===== src/hw/htable_pkg.sv =====
package htable_pkg;

    // ------------------------------------------------------------------------
    // Widths and depths
    // ------------------------------------------------------------------------
    localparam int KEY_W       = 8;
    localparam int ID_W        = 4;
    localparam int KEY_SPACE   = 2 ** KEY_W;
    localparam int NUM_IDS     = 2 ** ID_W;

    // Request FIFO depth doubles as the sender's initial credit count
    localparam int REQ_DEPTH   = 4;
    localparam int REQ_PTR_W   = $clog2(REQ_DEPTH);

    localparam int RSP_DEPTH   = 2;
    localparam int RSP_PTR_W   = $clog2(RSP_DEPTH);
    localparam int RSP_CREDITS = 2;
    localparam int RSP_CRED_W  = $clog2(RSP_CREDITS + 1);

    // ------------------------------------------------------------------------
    // Types
    // ------------------------------------------------------------------------
    typedef logic [KEY_W-1:0] key_t;
    typedef logic [ID_W-1:0]  id_t;

    typedef enum logic {
        OP_LOOKUP = 1'b0,
        OP_DELETE = 1'b1
    } op_t;

    typedef enum logic {
        RSP_LOOKUP = 1'b0,
        RSP_DELETE = 1'b1
    } rsp_kind_t;

    typedef struct packed {
        logic [2:0] pad;
        logic       is_new;
        id_t        id;
    } lookup_result_t;

    // One response word, decoded by the response kind
    typedef union packed {
        lookup_result_t lookup;
        key_t           key;
    } rsp_data_u;

endpackage


===== src/hw/cache_ifs.sv =====
`timescale 1ns/1ps

// ----------------------------------------------------------------------------
// Ingress to engine
// ----------------------------------------------------------------------------
interface cache_req_if;
    logic              valid;
    htable_pkg::op_t   op;
    htable_pkg::key_t  word;
    // Pops the head entry
    logic              take;

    modport src (output valid, output op, output word, input take);
    modport dst (input valid, input op, input word, output take);
endinterface

// ----------------------------------------------------------------------------
// Engine to egress
// ----------------------------------------------------------------------------
interface cache_rsp_if;
    logic                   push;
    htable_pkg::rsp_kind_t  kind;
    logic                   error;
    htable_pkg::rsp_data_u  data;
    // High while the response FIFO can take an entry
    logic                   space;

    modport src (output push, output kind, output error, output data, input space);
    modport dst (input push, input kind, input error, input data, output space);
endinterface


===== src/hw/id_allocator.sv =====
`timescale 1ns/1ps

module id_allocator (
    input  logic              clk,
    input  logic              htable_srst,
    input  logic              i_alloc,
    output logic              o_avail,
    output htable_pkg::id_t   o_alloc_id,
    input  logic              i_free,
    input  htable_pkg::id_t   i_free_id,
    input  htable_pkg::id_t   i_query_id,
    output logic              o_query_busy
);

    // One bit per ID, set while allocated
    logic [htable_pkg::NUM_IDS-1:0] busy;

    always_ff @(posedge clk) begin
        if (htable_srst) begin
            busy <= '0;
        end else begin
            if (i_alloc && o_avail) busy[o_alloc_id] <= 1'b1;
            if (i_free) busy[i_free_id] <= 1'b0;
        end
    end

    // Lowest free ID wins
    always_comb begin
        o_alloc_id = '0;
        for (int i = htable_pkg::NUM_IDS - 1; i >= 0; i--) begin
            if (!busy[i]) o_alloc_id = htable_pkg::id_t'(i);
        end
    end

    assign o_avail      = ~&busy;
    assign o_query_busy = busy[i_query_id];

    // Engine checks ownership before it frees
    assert property (@(posedge clk) disable iff (htable_srst)
        i_free |-> busy[i_free_id])
        else $error("free of an ID that is not allocated");

endmodule


===== src/hw/key_store.sv =====
`timescale 1ns/1ps

module key_store (
    input  logic               clk,
    input  logic               htable_srst,
    input  htable_pkg::key_t   i_rd_key,
    output logic               o_hit,
    output htable_pkg::id_t    o_hit_id,
    input  htable_pkg::id_t    i_rd_id,
    output htable_pkg::key_t   o_owner_key,
    input  logic               i_ins,
    input  htable_pkg::key_t   i_ins_key,
    input  htable_pkg::id_t    i_ins_id,
    input  logic               i_del,
    input  htable_pkg::key_t   i_del_key
);

    logic [htable_pkg::KEY_SPACE-1:0] kt_valid;
    htable_pkg::id_t                  kt_id   [htable_pkg::KEY_SPACE];
    // ID to key
    htable_pkg::key_t                 rev_map [htable_pkg::NUM_IDS];

    always_ff @(posedge clk) begin
        if (htable_srst) begin
            kt_valid <= '0;
        end else begin
            if (i_ins) kt_valid[i_ins_key] <= 1'b1;
            if (i_del) kt_valid[i_del_key] <= 1'b0;
        end
    end

    always_ff @(posedge clk) begin
        if (i_ins) begin
            kt_id[i_ins_key]  <= i_ins_id;
            rev_map[i_ins_id] <= i_ins_key;
        end
    end

    // Registered reads, data valid one cycle after the address
    always_ff @(posedge clk) begin
        o_hit       <= kt_valid[i_rd_key];
        o_hit_id    <= kt_id[i_rd_key];
        o_owner_key <= rev_map[i_rd_id];
    end

endmodule


===== src/hw/req_ingress.sv =====
`timescale 1ns/1ps

module req_ingress (
    input  logic                  clk,
    input  logic                  htable_srst,
    input  logic                  i_valid,
    input  htable_pkg::op_t       i_op,
    input  logic [7:0]            i_word,
    output logic                  o_credit,
    cache_req_if.src              req
);

    htable_pkg::op_t                  op_mem   [htable_pkg::REQ_DEPTH];
    htable_pkg::key_t                 word_mem [htable_pkg::REQ_DEPTH];
    logic [htable_pkg::REQ_PTR_W-1:0] wr_ptr;
    logic [htable_pkg::REQ_PTR_W-1:0] rd_ptr;
    logic [htable_pkg::REQ_PTR_W:0]   count;

    // Storage
    always_ff @(posedge clk) begin
        if (i_valid) begin
            op_mem[wr_ptr]   <= i_op;
            word_mem[wr_ptr] <= i_word;
        end
    end

    // Pointers and occupancy
    always_ff @(posedge clk) begin
        if (htable_srst) begin
            wr_ptr <= '0;
            rd_ptr <= '0;
            count  <= '0;
        end else begin
            if (i_valid) wr_ptr <= wr_ptr + 1'b1;
            if (req.take) rd_ptr <= rd_ptr + 1'b1;
            case ({i_valid, req.take})
                2'b10:   count <= count + 1'b1;
                2'b01:   count <= count - 1'b1;
                default: count <= count;
            endcase
        end
    end

    // One credit back per popped entry
    always_ff @(posedge clk) begin
        if (htable_srst) o_credit <= 1'b0;
        else             o_credit <= req.take;
    end

    assign req.valid = (count != '0);
    assign req.op    = op_mem[rd_ptr];
    assign req.word  = word_mem[rd_ptr];

    // Sender must respect its credits
    assert property (@(posedge clk) disable iff (htable_srst)
        i_valid |-> (count < htable_pkg::REQ_DEPTH))
        else $error("request written into a full ingress FIFO");

endmodule


===== src/hw/rsp_egress.sv =====
`timescale 1ns/1ps

module rsp_egress (
    input  logic                   clk,
    input  logic                   htable_srst,
    cache_rsp_if.dst               rsp,
    input  logic                   i_credit,
    output logic                   o_valid,
    output htable_pkg::rsp_kind_t  o_kind,
    output logic                   o_error,
    output htable_pkg::rsp_data_u  o_data
);

    htable_pkg::rsp_kind_t             kind_mem  [htable_pkg::RSP_DEPTH];
    logic                              error_mem [htable_pkg::RSP_DEPTH];
    htable_pkg::rsp_data_u             data_mem  [htable_pkg::RSP_DEPTH];
    logic [htable_pkg::RSP_PTR_W-1:0]  wr_ptr;
    logic [htable_pkg::RSP_PTR_W-1:0]  rd_ptr;
    logic [htable_pkg::RSP_PTR_W:0]    count;
    logic [htable_pkg::RSP_CRED_W-1:0] credits;

    always_ff @(posedge clk) begin
        if (rsp.push) begin
            kind_mem[wr_ptr]  <= rsp.kind;
            error_mem[wr_ptr] <= rsp.error;
            data_mem[wr_ptr]  <= rsp.data;
        end
    end

    always_ff @(posedge clk) begin
        if (htable_srst) begin
            wr_ptr  <= '0;
            rd_ptr  <= '0;
            count   <= '0;
            credits <= htable_pkg::RSP_CRED_W'(htable_pkg::RSP_CREDITS);
        end else begin
            if (rsp.push) wr_ptr <= wr_ptr + 1'b1;
            if (o_valid) rd_ptr <= rd_ptr + 1'b1;
            case ({rsp.push, o_valid})
                2'b10:   count <= count + 1'b1;
                2'b01:   count <= count - 1'b1;
                default: count <= count;
            endcase
            // Receiver grants, each sent response spends one
            case ({i_credit, o_valid})
                2'b10:   credits <= credits + 1'b1;
                2'b01:   credits <= credits - 1'b1;
                default: credits <= credits;
            endcase
        end
    end

    assign o_valid   = (count != '0) && (credits != '0);
    assign o_kind    = kind_mem[rd_ptr];
    assign o_error   = error_mem[rd_ptr];
    assign o_data    = data_mem[rd_ptr];
    assign rsp.space = (count < htable_pkg::RSP_DEPTH);

    assert property (@(posedge clk) disable iff (htable_srst)
        credits <= htable_pkg::RSP_CREDITS)
        else $error("receiver returned more credits than granted");

endmodule


===== src/hw/state_cache.sv =====
`timescale 1ns/1ps

module state_cache (
    input  logic                   clk,
    input  logic                   htable_srst,
    // Request channel
    input  logic                   i_req_valid,
    input  htable_pkg::op_t        i_req_op,
    input  logic [7:0]             i_req_word,
    output logic                   o_req_credit,
    // Response channel
    output logic                   o_rsp_valid,
    output htable_pkg::rsp_kind_t  o_rsp_kind,
    output logic                   o_rsp_error,
    output htable_pkg::rsp_data_u  o_rsp_data,
    input  logic                   i_rsp_credit
);

    cache_req_if req_if ();
    cache_rsp_if rsp_if ();

    req_ingress i_req_ingress (
        .clk         ( clk ),
        .htable_srst ( htable_srst ),
        .i_valid     ( i_req_valid ),
        .i_op        ( i_req_op ),
        .i_word      ( i_req_word ),
        .o_credit    ( o_req_credit ),
        .req         ( req_if.src )
    );

    state_engine i_state_engine (
        .clk         ( clk ),
        .htable_srst ( htable_srst ),
        .req         ( req_if.dst ),
        .rsp         ( rsp_if.src )
    );

    rsp_egress i_rsp_egress (
        .clk         ( clk ),
        .htable_srst ( htable_srst ),
        .rsp         ( rsp_if.dst ),
        .i_credit    ( i_rsp_credit ),
        .o_valid     ( o_rsp_valid ),
        .o_kind      ( o_rsp_kind ),
        .o_error     ( o_rsp_error ),
        .o_data      ( o_rsp_data )
    );

endmodule


===== src/hw/state_engine.sv =====
`timescale 1ns/1ps

module state_engine (
    input  logic       clk,
    input  logic       htable_srst,
    cache_req_if.dst   req,
    cache_rsp_if.src   rsp
);

    typedef enum logic [1:0] {
        ST_IDLE    = 2'd0,
        ST_READ    = 2'd1,
        ST_DECIDE  = 2'd2,
        ST_RESPOND = 2'd3
    } state_t;

    state_t                 state;
    logic                   push_q;

    // Current request
    htable_pkg::op_t        cur_op;
    htable_pkg::key_t       cur_word;
    htable_pkg::id_t        cur_id;

    // Allocator and key store
    logic                   avail;
    htable_pkg::id_t        alloc_id;
    logic                   query_busy;
    logic                   hit;
    htable_pkg::id_t        hit_id;
    htable_pkg::key_t       owner_key;
    logic                   do_ins;
    logic                   do_del;
    logic                   ins;
    logic                   del;

    // Response
    htable_pkg::rsp_kind_t  nxt_kind;
    logic                   nxt_error;
    htable_pkg::rsp_data_u  nxt_data;
    htable_pkg::rsp_kind_t  rsp_kind_q;
    logic                   rsp_error_q;
    htable_pkg::rsp_data_u  rsp_data_q;

    // ------------------------------------------------------------------------
    // FSM
    // ------------------------------------------------------------------------
    always_ff @(posedge clk) begin
        if (htable_srst) begin
            state  <= ST_IDLE;
            push_q <= 1'b0;
        end else begin
            push_q <= 1'b0;
            case (state)
                ST_IDLE:    if (req.valid) state <= ST_READ;
                ST_READ:    state <= ST_DECIDE;
                ST_DECIDE:  state <= ST_RESPOND;
                ST_RESPOND: begin
                    if (rsp.space) begin
                        push_q <= 1'b1;
                        state  <= ST_IDLE;
                    end
                end
                default:    state <= ST_IDLE;
            endcase
        end
    end

    assign req.take = (state == ST_IDLE) && req.valid;

    always_ff @(posedge clk) begin
        if (req.take) begin
            cur_op   <= req.op;
            cur_word <= req.word;
        end
    end

    // Delete requests carry the ID in the low bits
    assign cur_id = cur_word[htable_pkg::ID_W-1:0];

    // ------------------------------------------------------------------------
    // Decision
    // ------------------------------------------------------------------------
    always_comb begin
        nxt_kind  = htable_pkg::RSP_LOOKUP;
        nxt_error = 1'b0;
        nxt_data  = '0;
        do_ins    = 1'b0;
        do_del    = 1'b0;
        if (cur_op == htable_pkg::OP_DELETE) begin
            nxt_kind = htable_pkg::RSP_DELETE;
            if (query_busy) begin
                do_del       = 1'b1;
                nxt_data.key = owner_key;
            end else begin
                nxt_error = 1'b1;
            end
        end else if (hit) begin
            nxt_data.lookup.id = hit_id;
        end else if (avail) begin
            // Miss, auto-insert with the lowest free ID
            do_ins                 = 1'b1;
            nxt_data.lookup.is_new = 1'b1;
            nxt_data.lookup.id     = alloc_id;
        end else begin
            nxt_error = 1'b1;
        end
    end

    assign ins = (state == ST_DECIDE) && do_ins;
    assign del = (state == ST_DECIDE) && do_del;

    always_ff @(posedge clk) begin
        if (state == ST_DECIDE) begin
            rsp_kind_q  <= nxt_kind;
            rsp_error_q <= nxt_error;
            rsp_data_q  <= nxt_data;
        end
    end

    assign rsp.push  = push_q;
    assign rsp.kind  = rsp_kind_q;
    assign rsp.error = rsp_error_q;
    assign rsp.data  = rsp_data_q;

    // ------------------------------------------------------------------------
    // Submodules
    // ------------------------------------------------------------------------
    id_allocator i_id_allocator (
        .clk          ( clk ),
        .htable_srst  ( htable_srst ),
        .i_alloc      ( ins ),
        .o_avail      ( avail ),
        .o_alloc_id   ( alloc_id ),
        .i_free       ( del ),
        .i_free_id    ( cur_id ),
        .i_query_id   ( cur_id ),
        .o_query_busy ( query_busy )
    );

    key_store i_key_store (
        .clk          ( clk ),
        .htable_srst  ( htable_srst ),
        .i_rd_key     ( cur_word ),
        .o_hit        ( hit ),
        .o_hit_id     ( hit_id ),
        .i_rd_id      ( cur_id ),
        .o_owner_key  ( owner_key ),
        .i_ins        ( ins ),
        .i_ins_key    ( cur_word ),
        .i_ins_id     ( alloc_id ),
        .i_del        ( del ),
        .i_del_key    ( owner_key )
    );

    // Space seen in RESPOND must still hold when the push lands
    assert property (@(posedge clk) disable iff (htable_srst)
        rsp.push |-> rsp.space)
        else $error("response pushed without FIFO space");

endmodule


===== config.mk =====
export PLATFORM = sky130hd
export DESIGN_NAME = state_cache
export DESIGN_NICKNAME = d
export VERILOG_FILES = /design/src/hw/htable_pkg.sv /design/src/hw/cache_ifs.sv /design/src/hw/id_allocator.sv /design/src/hw/key_store.sv /design/src/hw/req_ingress.sv /design/src/hw/rsp_egress.sv /design/src/hw/state_cache.sv /design/src/hw/state_engine.sv
export SDC_FILE = /design/constraint.sdc
export NUM_CORES = 2
export LEC_CHECK = 0
export CORE_MARGIN = 3
export CORE_UTILIZATION = 25
export DETAILED_ROUTE_END_ITERATION = 7
export DONT_BUFFER_PORTS = 1
export GPL_ROUTABILITY_DRIVEN = 0
export SYNTH_ARGS = -nofsm -noshare
export SYNTH_HDL_FRONTEND = slang
export SYNTH_SLANG_ARGS = --single-unit
export TNS_END_PERCENT = 30

===== constraint.sdc =====
create_clock -name clk -period 9.4 [get_ports clk]
set_input_delay 0.94 -clock clk [delete_from_list [all_inputs] [get_ports clk]]
set_output_delay 0.94 -clock clk [all_outputs]
set_load 0.05 [all_outputs]

# [After elaboration in Yosys (flattened, before gate mapping)]
# Memories as Yosys holds them, arrays and structs flattened. A register that Yosys moved wholly into a read port is not among the register bits.
# Index checks and enable logic that the tools add are counted.
[word_totals] ff_bits=300 elab_cells=150 out_inout_bits=12 inputBits=13 mem_count=7 ram_bits=1208
[classes] n_addsub=10 n_eq_ne=11 reduce_logical=21 muxes=68 n_lt_le_gt_ge=9 n_bitwise=7
[memory_table] name="i_state_engine.i_key_store.kt_id" words=256 width=4 rd=1 rd_ports_with_merged_regs=1 write_ports=1 line="key_store.sv:19" rtl="htable_pkg::id_t kt_id [htable_pkg::KEY_SPACE];"
[memory_table] name="i_state_engine.i_key_store.rev_map" words=16 width=8 rd=1 rd_ports_with_merged_regs=1 write_ports=1 line="key_store.sv:21" rtl="htable_pkg::key_t rev_map [htable_pkg::NUM_IDS];"
[memory_table] name="i_req_ingress.word_mem" words=4 width=8 rd=1 rd_ports_with_merged_regs=1 write_ports=1 line="req_ingress.sv:14" rtl="htable_pkg::key_t word_mem [htable_pkg::REQ_DEPTH];"
[memory_table] name="i_rsp_egress.data_mem" words=2 width=8 rd=1 rd_ports_with_merged_regs=1 write_ports=1 line="rsp_egress.sv:16" rtl="htable_pkg::rsp_data_u data_mem [htable_pkg::RSP_DEPTH];"
[memory_table] name="i_req_ingress.op_mem" words=4 width=1 rd=1 rd_ports_with_merged_regs=1 write_ports=1 line="req_ingress.sv:13" rtl="htable_pkg::op_t op_mem [htable_pkg::REQ_DEPTH];"
[memory_table] name="i_rsp_egress.error_mem" words=2 width=1 rd=1 rd_ports_with_merged_regs=1 write_ports=1 line="rsp_egress.sv:15" rtl="logic error_mem [htable_pkg::RSP_DEPTH];"
[memory_table] name="+1 memories"
[op_table] cell="$mux W256" count=3
[op_table] cell="$and A256 B256 Y256" count=1
[op_table] cell="$not A256 Y256" count=1
[op_table] cell="$or A256 B256 Y256" count=1
[op_table] cell="$mux W4" count=17
[op_table] cell="$mux W16" count=3
[op_table] cell="$mux W1" count=30
[op_table] cell="$lt A8 B9 Y1 const B" count=2
[op_table] cell="$and A16 B16 Y16" count=1
[op_table] cell="$demux W1 S8" count=2
[op_table] cell="$ge A8 B1 Y1 const B" count=2
[op_table] cell="$not A16 Y16" count=1
[op_table] cell="$or A16 B16 Y16" count=1
[op_table] cell="$reduce_and A16 Y1" count=1
[op_table] cell="$mux W5" count=3
[op_table] cell="$eq A2 B2 Y1 const B" count=5
[op_table] cell="$lt A4 B5 Y1 const B" count=2
[op_table] cell="$reduce_bool A2 Y1" count=5
[op_table] cell="$logic_and A1 B1 Y1" count=9
[op_table] cell="$add A2 B1 Y2 const B" count=4
[op_table] cell="$bmux W1 S8" count=1
[op_table] cell="$demux W1 S4" count=2
[op_table] cell="$eq A2 B1 Y1 const B" count=4
[op_table] cell="$ge A4 B1 Y1 const B" count=2
[op_table] cell="17 further kinds" count=23

# [Depth between registers and ports, before layout]
[logic_depth] depth_word=25 depth_mapped=13 ltp_nobuf=10

# [By module]
# A second synthesis with hierarchy kept.
[unflattened] hier_cells=3719 area_unflattened_um2=61084.8
[by_module_without_submodules] mod="key_store" area_each_um2=56401.6 seq_area_each_um2=39978.3 instances=1 cells_each=3390
[by_module_without_submodules] mod="req_ingress" area_each_um2=1745.4 seq_area_each_um2=1281.2 instances=1 cells_each=91
[by_module_without_submodules] mod="rsp_egress" area_each_um2=1021.0 seq_area_each_um2=740.7 instances=1 cells_each=63
[by_module_without_submodules] mod="id_allocator" area_each_um2=998.5 seq_area_each_um2=320.3 instances=1 cells_each=115
[by_module_without_submodules] mod="state_engine" area_each_um2=918.4 seq_area_each_um2=630.6 instances=1 cells_each=60

# [Worst setup path before layout]
# No wires, ideal clock.
[synth_path] path_kind="reg-to-reg" start="register i_state_engine.i_id_allocator.busy[1] (netlist name)" end="memory i_state_engine.i_key_store.rev_map[7][0] (netlist name) (enable)" path_slack_ps=749 period_less_slack_ps=8651 n_path_buf=1 arrival_ps=8275 path_stages_with_launch=8 setup_ps=376 required_time_ps=9024 cell_sequence="dfxtp_1 > clkbuf_1 > nand4_1 > nor2_1 > nand2_1 > nor2_1 > nand2_1 > a21oi_1"
[synth_between] word_cells_on_any_way=9 cone_classes="7 x mux; 2 x reduce/logical"
[synth_lines] element="start: declaration" line="id_allocator.sv:16" rtl="logic [htable_pkg::NUM_IDS-1:0] busy;"
[synth_lines] element="start signal: assignment" line="id_allocator.sv:20" rtl="busy <= '0;"
[synth_lines] element="start signal: indexed assignment" line="id_allocator.sv:22" rtl="if (i_alloc && o_avail) busy[o_alloc_id] <= 1'b1;"
[synth_lines] element="start signal: indexed assignment" line="id_allocator.sv:23" rtl="if (i_free) busy[i_free_id] <= 1'b0;"
[synth_lines] element="$mux W4 (2 in a row)" line="id_allocator.sv:31" rtl="if (!busy[i]) o_alloc_id = htable_pkg::id_t'(i);"
[synth_lines] element="named net i_state_engine.alloc_id[2]" line="state_engine.sv:27" rtl="htable_pkg::id_t alloc_id;"
[synth_lines] element="end: declaration" line="key_store.sv:21"
# The timed path passes the listed nets, and every way through them passes these cells.

# [Worst setup path in the final report]
[layout_path] start="register i_state_engine.cur_word[0], read port of i_req_ingress.word_mem" end="register i_state_engine.i_key_store.o_hit"
[layout_between] elab_chain_len=2
[layout_lines] element="start: declaration" line="state_engine.sv:22" rtl="htable_pkg::key_t cur_word;"
[layout_lines] element="$bmux W1 S8" line="key_store.sv:41" rtl="o_hit <= kt_valid[i_rd_key];"
[layout_lines] element="$mux W1 (implied by the code)" line="key_store.sv:41"
[layout_lines] element="end signal: assignment" line="key_store.sv:41"
[layout_lines] element="end: declaration" line="key_store.sv:7" rtl="output logic o_hit,"
# No other way between the ends. The select of a mux whose other input is x is not followed.
# A chain may end at the register's enable or synchronous reset.

==> results.py <==
metrics = {
    "run_status": {
        "run_status": "complete, no violations",
    },
    "timing": {
        "setup_viol": 0,
        "fin_ws_ns": 4.88,
        "period_share": 0.481,
        "rsz0062_at_grt": "no",
        "tightestPinTransition_ns": 1.39,
        "finalHoldViolCount": 0,
        "relSlewSlack": 0.0725,
        "slew_viol_final": 0,
        "min_period_ns": 4.52,
        "fin_tns_setup_ns": 0,
        "skew_ns": 0.0320,
        "max_freq_mhz": 221,
    },
    "worst_hold_path": {
        "hp-class": "in -> reg",
    },
    "logic_synthesis": {
        "yosys-top-cells-count": "edfxtp_1 (1227), nor2_1 (531), mux4_2 (418), dfxtp_1 (303), a211oi_1 (212)",
        "yosys_warnings": 0,
        "yosysSeqAreaShare": 0.709,
        "netlist_area_um2": 60500,
        "avgSynthCellArea_um2": 17.6,
        "synth_top_flop_cell": "edfxtp_1",
        "synth-edff-count": 1227,
        "synth_most_common_cell": "edfxtp_1",
        "ys_top_cells_by_area": "edfxtp_1 (61%), mux4_2 (16%), dfxtp_1 (10%)",
        "synth_top_cell_area_share": 0.609,
        "synth_seq_cells": 1530,
        "ys_async_sr_fraction": 0,
        "syn_nets": 3465,
        "synth_cell_types": 63,
        "synthCells": 3441,
        "yosys.area.top_type": "edfxtp_1",
    },
    "cts": {
        "worstSkewPairLatency_ns": 0.80,
        "post-cts-setup-buffers": 0,
        "cts_buffers": 156,
        "cts_tree": "built",
        "ctsResizeCount": 0,
        "h-tree-depth": 4,
        "clkTransAtPathRegs_ns": 0.06,
        "hold_buffers": 0,
        "clockRootBuffer": "clkbuf_16",
        "cts_sinks": 1530,
        "cts_buffer_depth": 3,
    },
    "cells_and_area": {
        "final_core_util": 0.289,
        "area_growth_pct": 14.4,
        "drive_above_1_share": 0.214,
        "nets": 3466,
        "final_area_um2": 69200,
        "fin_cells": 6742,
    },
    "global_routing": {
        "grtUsageTotal": 0.132,
        "grt_pass1_wl_um": 241000,
        "grt_antenna_before_repair": 2,
        "first_global_vias": 33300,
        "grt_max_degree": 291,
        "overflow": 0,
    },
    "setup_path": {
        "worstSetupEndpointType": "flip-flop",
        "criticalPathCategory": "reg -> reg",
        "cp_top_family": "buffers and inverters",
        "worstPathBufferInverterCount": 2,
        "cpPeakStageDelay_ns": 0.77,
        "worstPathCellList": "buf_12 > buf_4 > mux4_1 > mux4_2 > nor2b_1 > a2111oi_4 > nand4_1 > or4_1",
        "crit_fanout": 99,
        "arrival_ns": 5.18,
        "slowest_stage": "buf_4",
        "worstPathRequired_ns": 10.06,
        "cp-start-kind": "flip-flop",
    },
    "drt": {
        "drtIter0Drc": 4064,
        "vias_per_cell": 4.94,
        "wire_per_inst_um": 24.7,
        "ant_nets": 0,
        "route.detailed.drc": 0,
        "wl_um": 167000,
        "drtPass1Iterations": 5,
        "vias": 33300,
    },
    "floorplanning": {
        "die_x_um": 498,
        "coreArea_um2": 239000,
        "io_pins": 25,
        "start_util": 0.253,
        "die_h_um": 498,
        "row_count": 179,
        "dieArea_um2": 248000,
    },
    "placement": {
        "dp_cells": 6451,
        "dpl-instance-area_um2": 64200,
        "hpwlAfterDp_um": 98400,
        "numPortBuffers": 0,
        "dp_slack_ns": 4.85,
    },
    "flow_run": {
        "cap_viol_max_count": 0,
    },
    "pwr": {
        "powerDensity_nw_per_um2": 260,
        "ir_drop_mv": 0.319,
        "p_leak_nw": 19.5,
    },
}
## area by class of cell
class / instances / area, µm²
Clock inverter: 75 / 726
Sequential cell: 1530 / 42900
Antenna cell: 2 / 5.00
Timing Repair Buffer: 75 / 651
Multi-Input combinational cell: 1656 / 16600
Fill cell: 23300 / 170000
Tap cell: 3167 / 3960
Clock buffer: 214 / 4280
Inverter: 23 / 91.3
## placed cells by master (no fill, tap or decap), types with 22 or more instances in the layout
| master | n |
|---|---|
| edfxtp_1 | 1227 |
| nor2_1 | 515 |
| mux4_2 | 418 |
| dfxtp_1 | 303 |
| a211oi_1 | 212 |
| clkbuf_16 | 159 |
| a21oi_1 | 83 |
| buf_4 | 68 |
| o21bai_1 | 48 |
| clkbuf_1 | 46 |
| nand3_1 | 39 |
| a22oi_1 | 35 |
| nand2_1 | 33 |
| mux2i_1 | 31 |
| clkinv_1 | 25 |
| clkinv_2 | 24 |
| inv_1 | 22 |
## cell families after synthesis
kind of cell	after synthesis	share of synthesized area
xor gates and xnor gates	11	0.00159
and+or+nand+nor	726	0.0511
adders and majority gates	11	0.00240
AOI/OAI and AO/OA	441	0.0514
muxes	467	0.166
buffers and inverters	255	0.0188
DFF	1530	0.709
## sequential cells by signal, summed over array words and instances, names as in the netlist, 8 cells and up, named ones only
name / count
i_state_engine.i_key_store.rev_map: 128
i_state_engine.i_key_store.o_owner_key: 8
i_state_engine.cur_word: 8
i_state_engine.i_key_store.kt_valid: 256
i_state_engine.i_key_store.kt_id: 1024
i_req_ingress.word_mem: 32
i_state_engine.i_id_allocator.busy: 16
i_state_engine.rsp.data: 8
i_rsp_egress.data_mem: 16
## path summary, 6_finish.rpt
| path | startpoint | to | slack [ns] | cells after the start |
|---|---|---|---|---|
| setup reg to reg | i_state_engine.cur_word[0] | i_state_engine.i_key_store.o_hit | 4.88 | 8 |
| setup / recovery | i_state_engine.cur_word[0] | i_state_engine.i_key_store.o_hit | 4.88 | 8 |
| hold / removal | i_req_word[3] | i_req_ingress.word_mem[3][3] | 0.24 | 0 |
| hold reg to reg | i_state_engine.rsp.data[4] | i_rsp_egress.data_mem[1][4] | 0.46 | 0 |
## per-layer routing
layer  vias to the layer above  part of all wire  track usage
met5                         -                 0            0
met4                         0             0.043       0.0554
met3                       384             0.091       0.0296
met1                     17500              0.41        0.178
met2                      1665              0.46        0.203
li1                      13800                 -            -
## through the flow
stage          power, mW  hold WS (ns)
3_3_place_gp        12.0         0.427
4_1_cts             18.1         0.168
5_1_grt             18.6         0.190
2_1_floorplan       10.6         0.421
6_report            18.0         0.238
3_5_place_dp        12.1         0.439
## power breakdown
part           total [mW]  switching, mW  internal (mW)
Clock                6.08           2.62           3.46
Combinational        4.25           2.74           1.51
Sequential           7.68          0.162           7.52
Total                18.0           5.52           12.5
No activity file was read; power rests on OpenSTA's default activity.
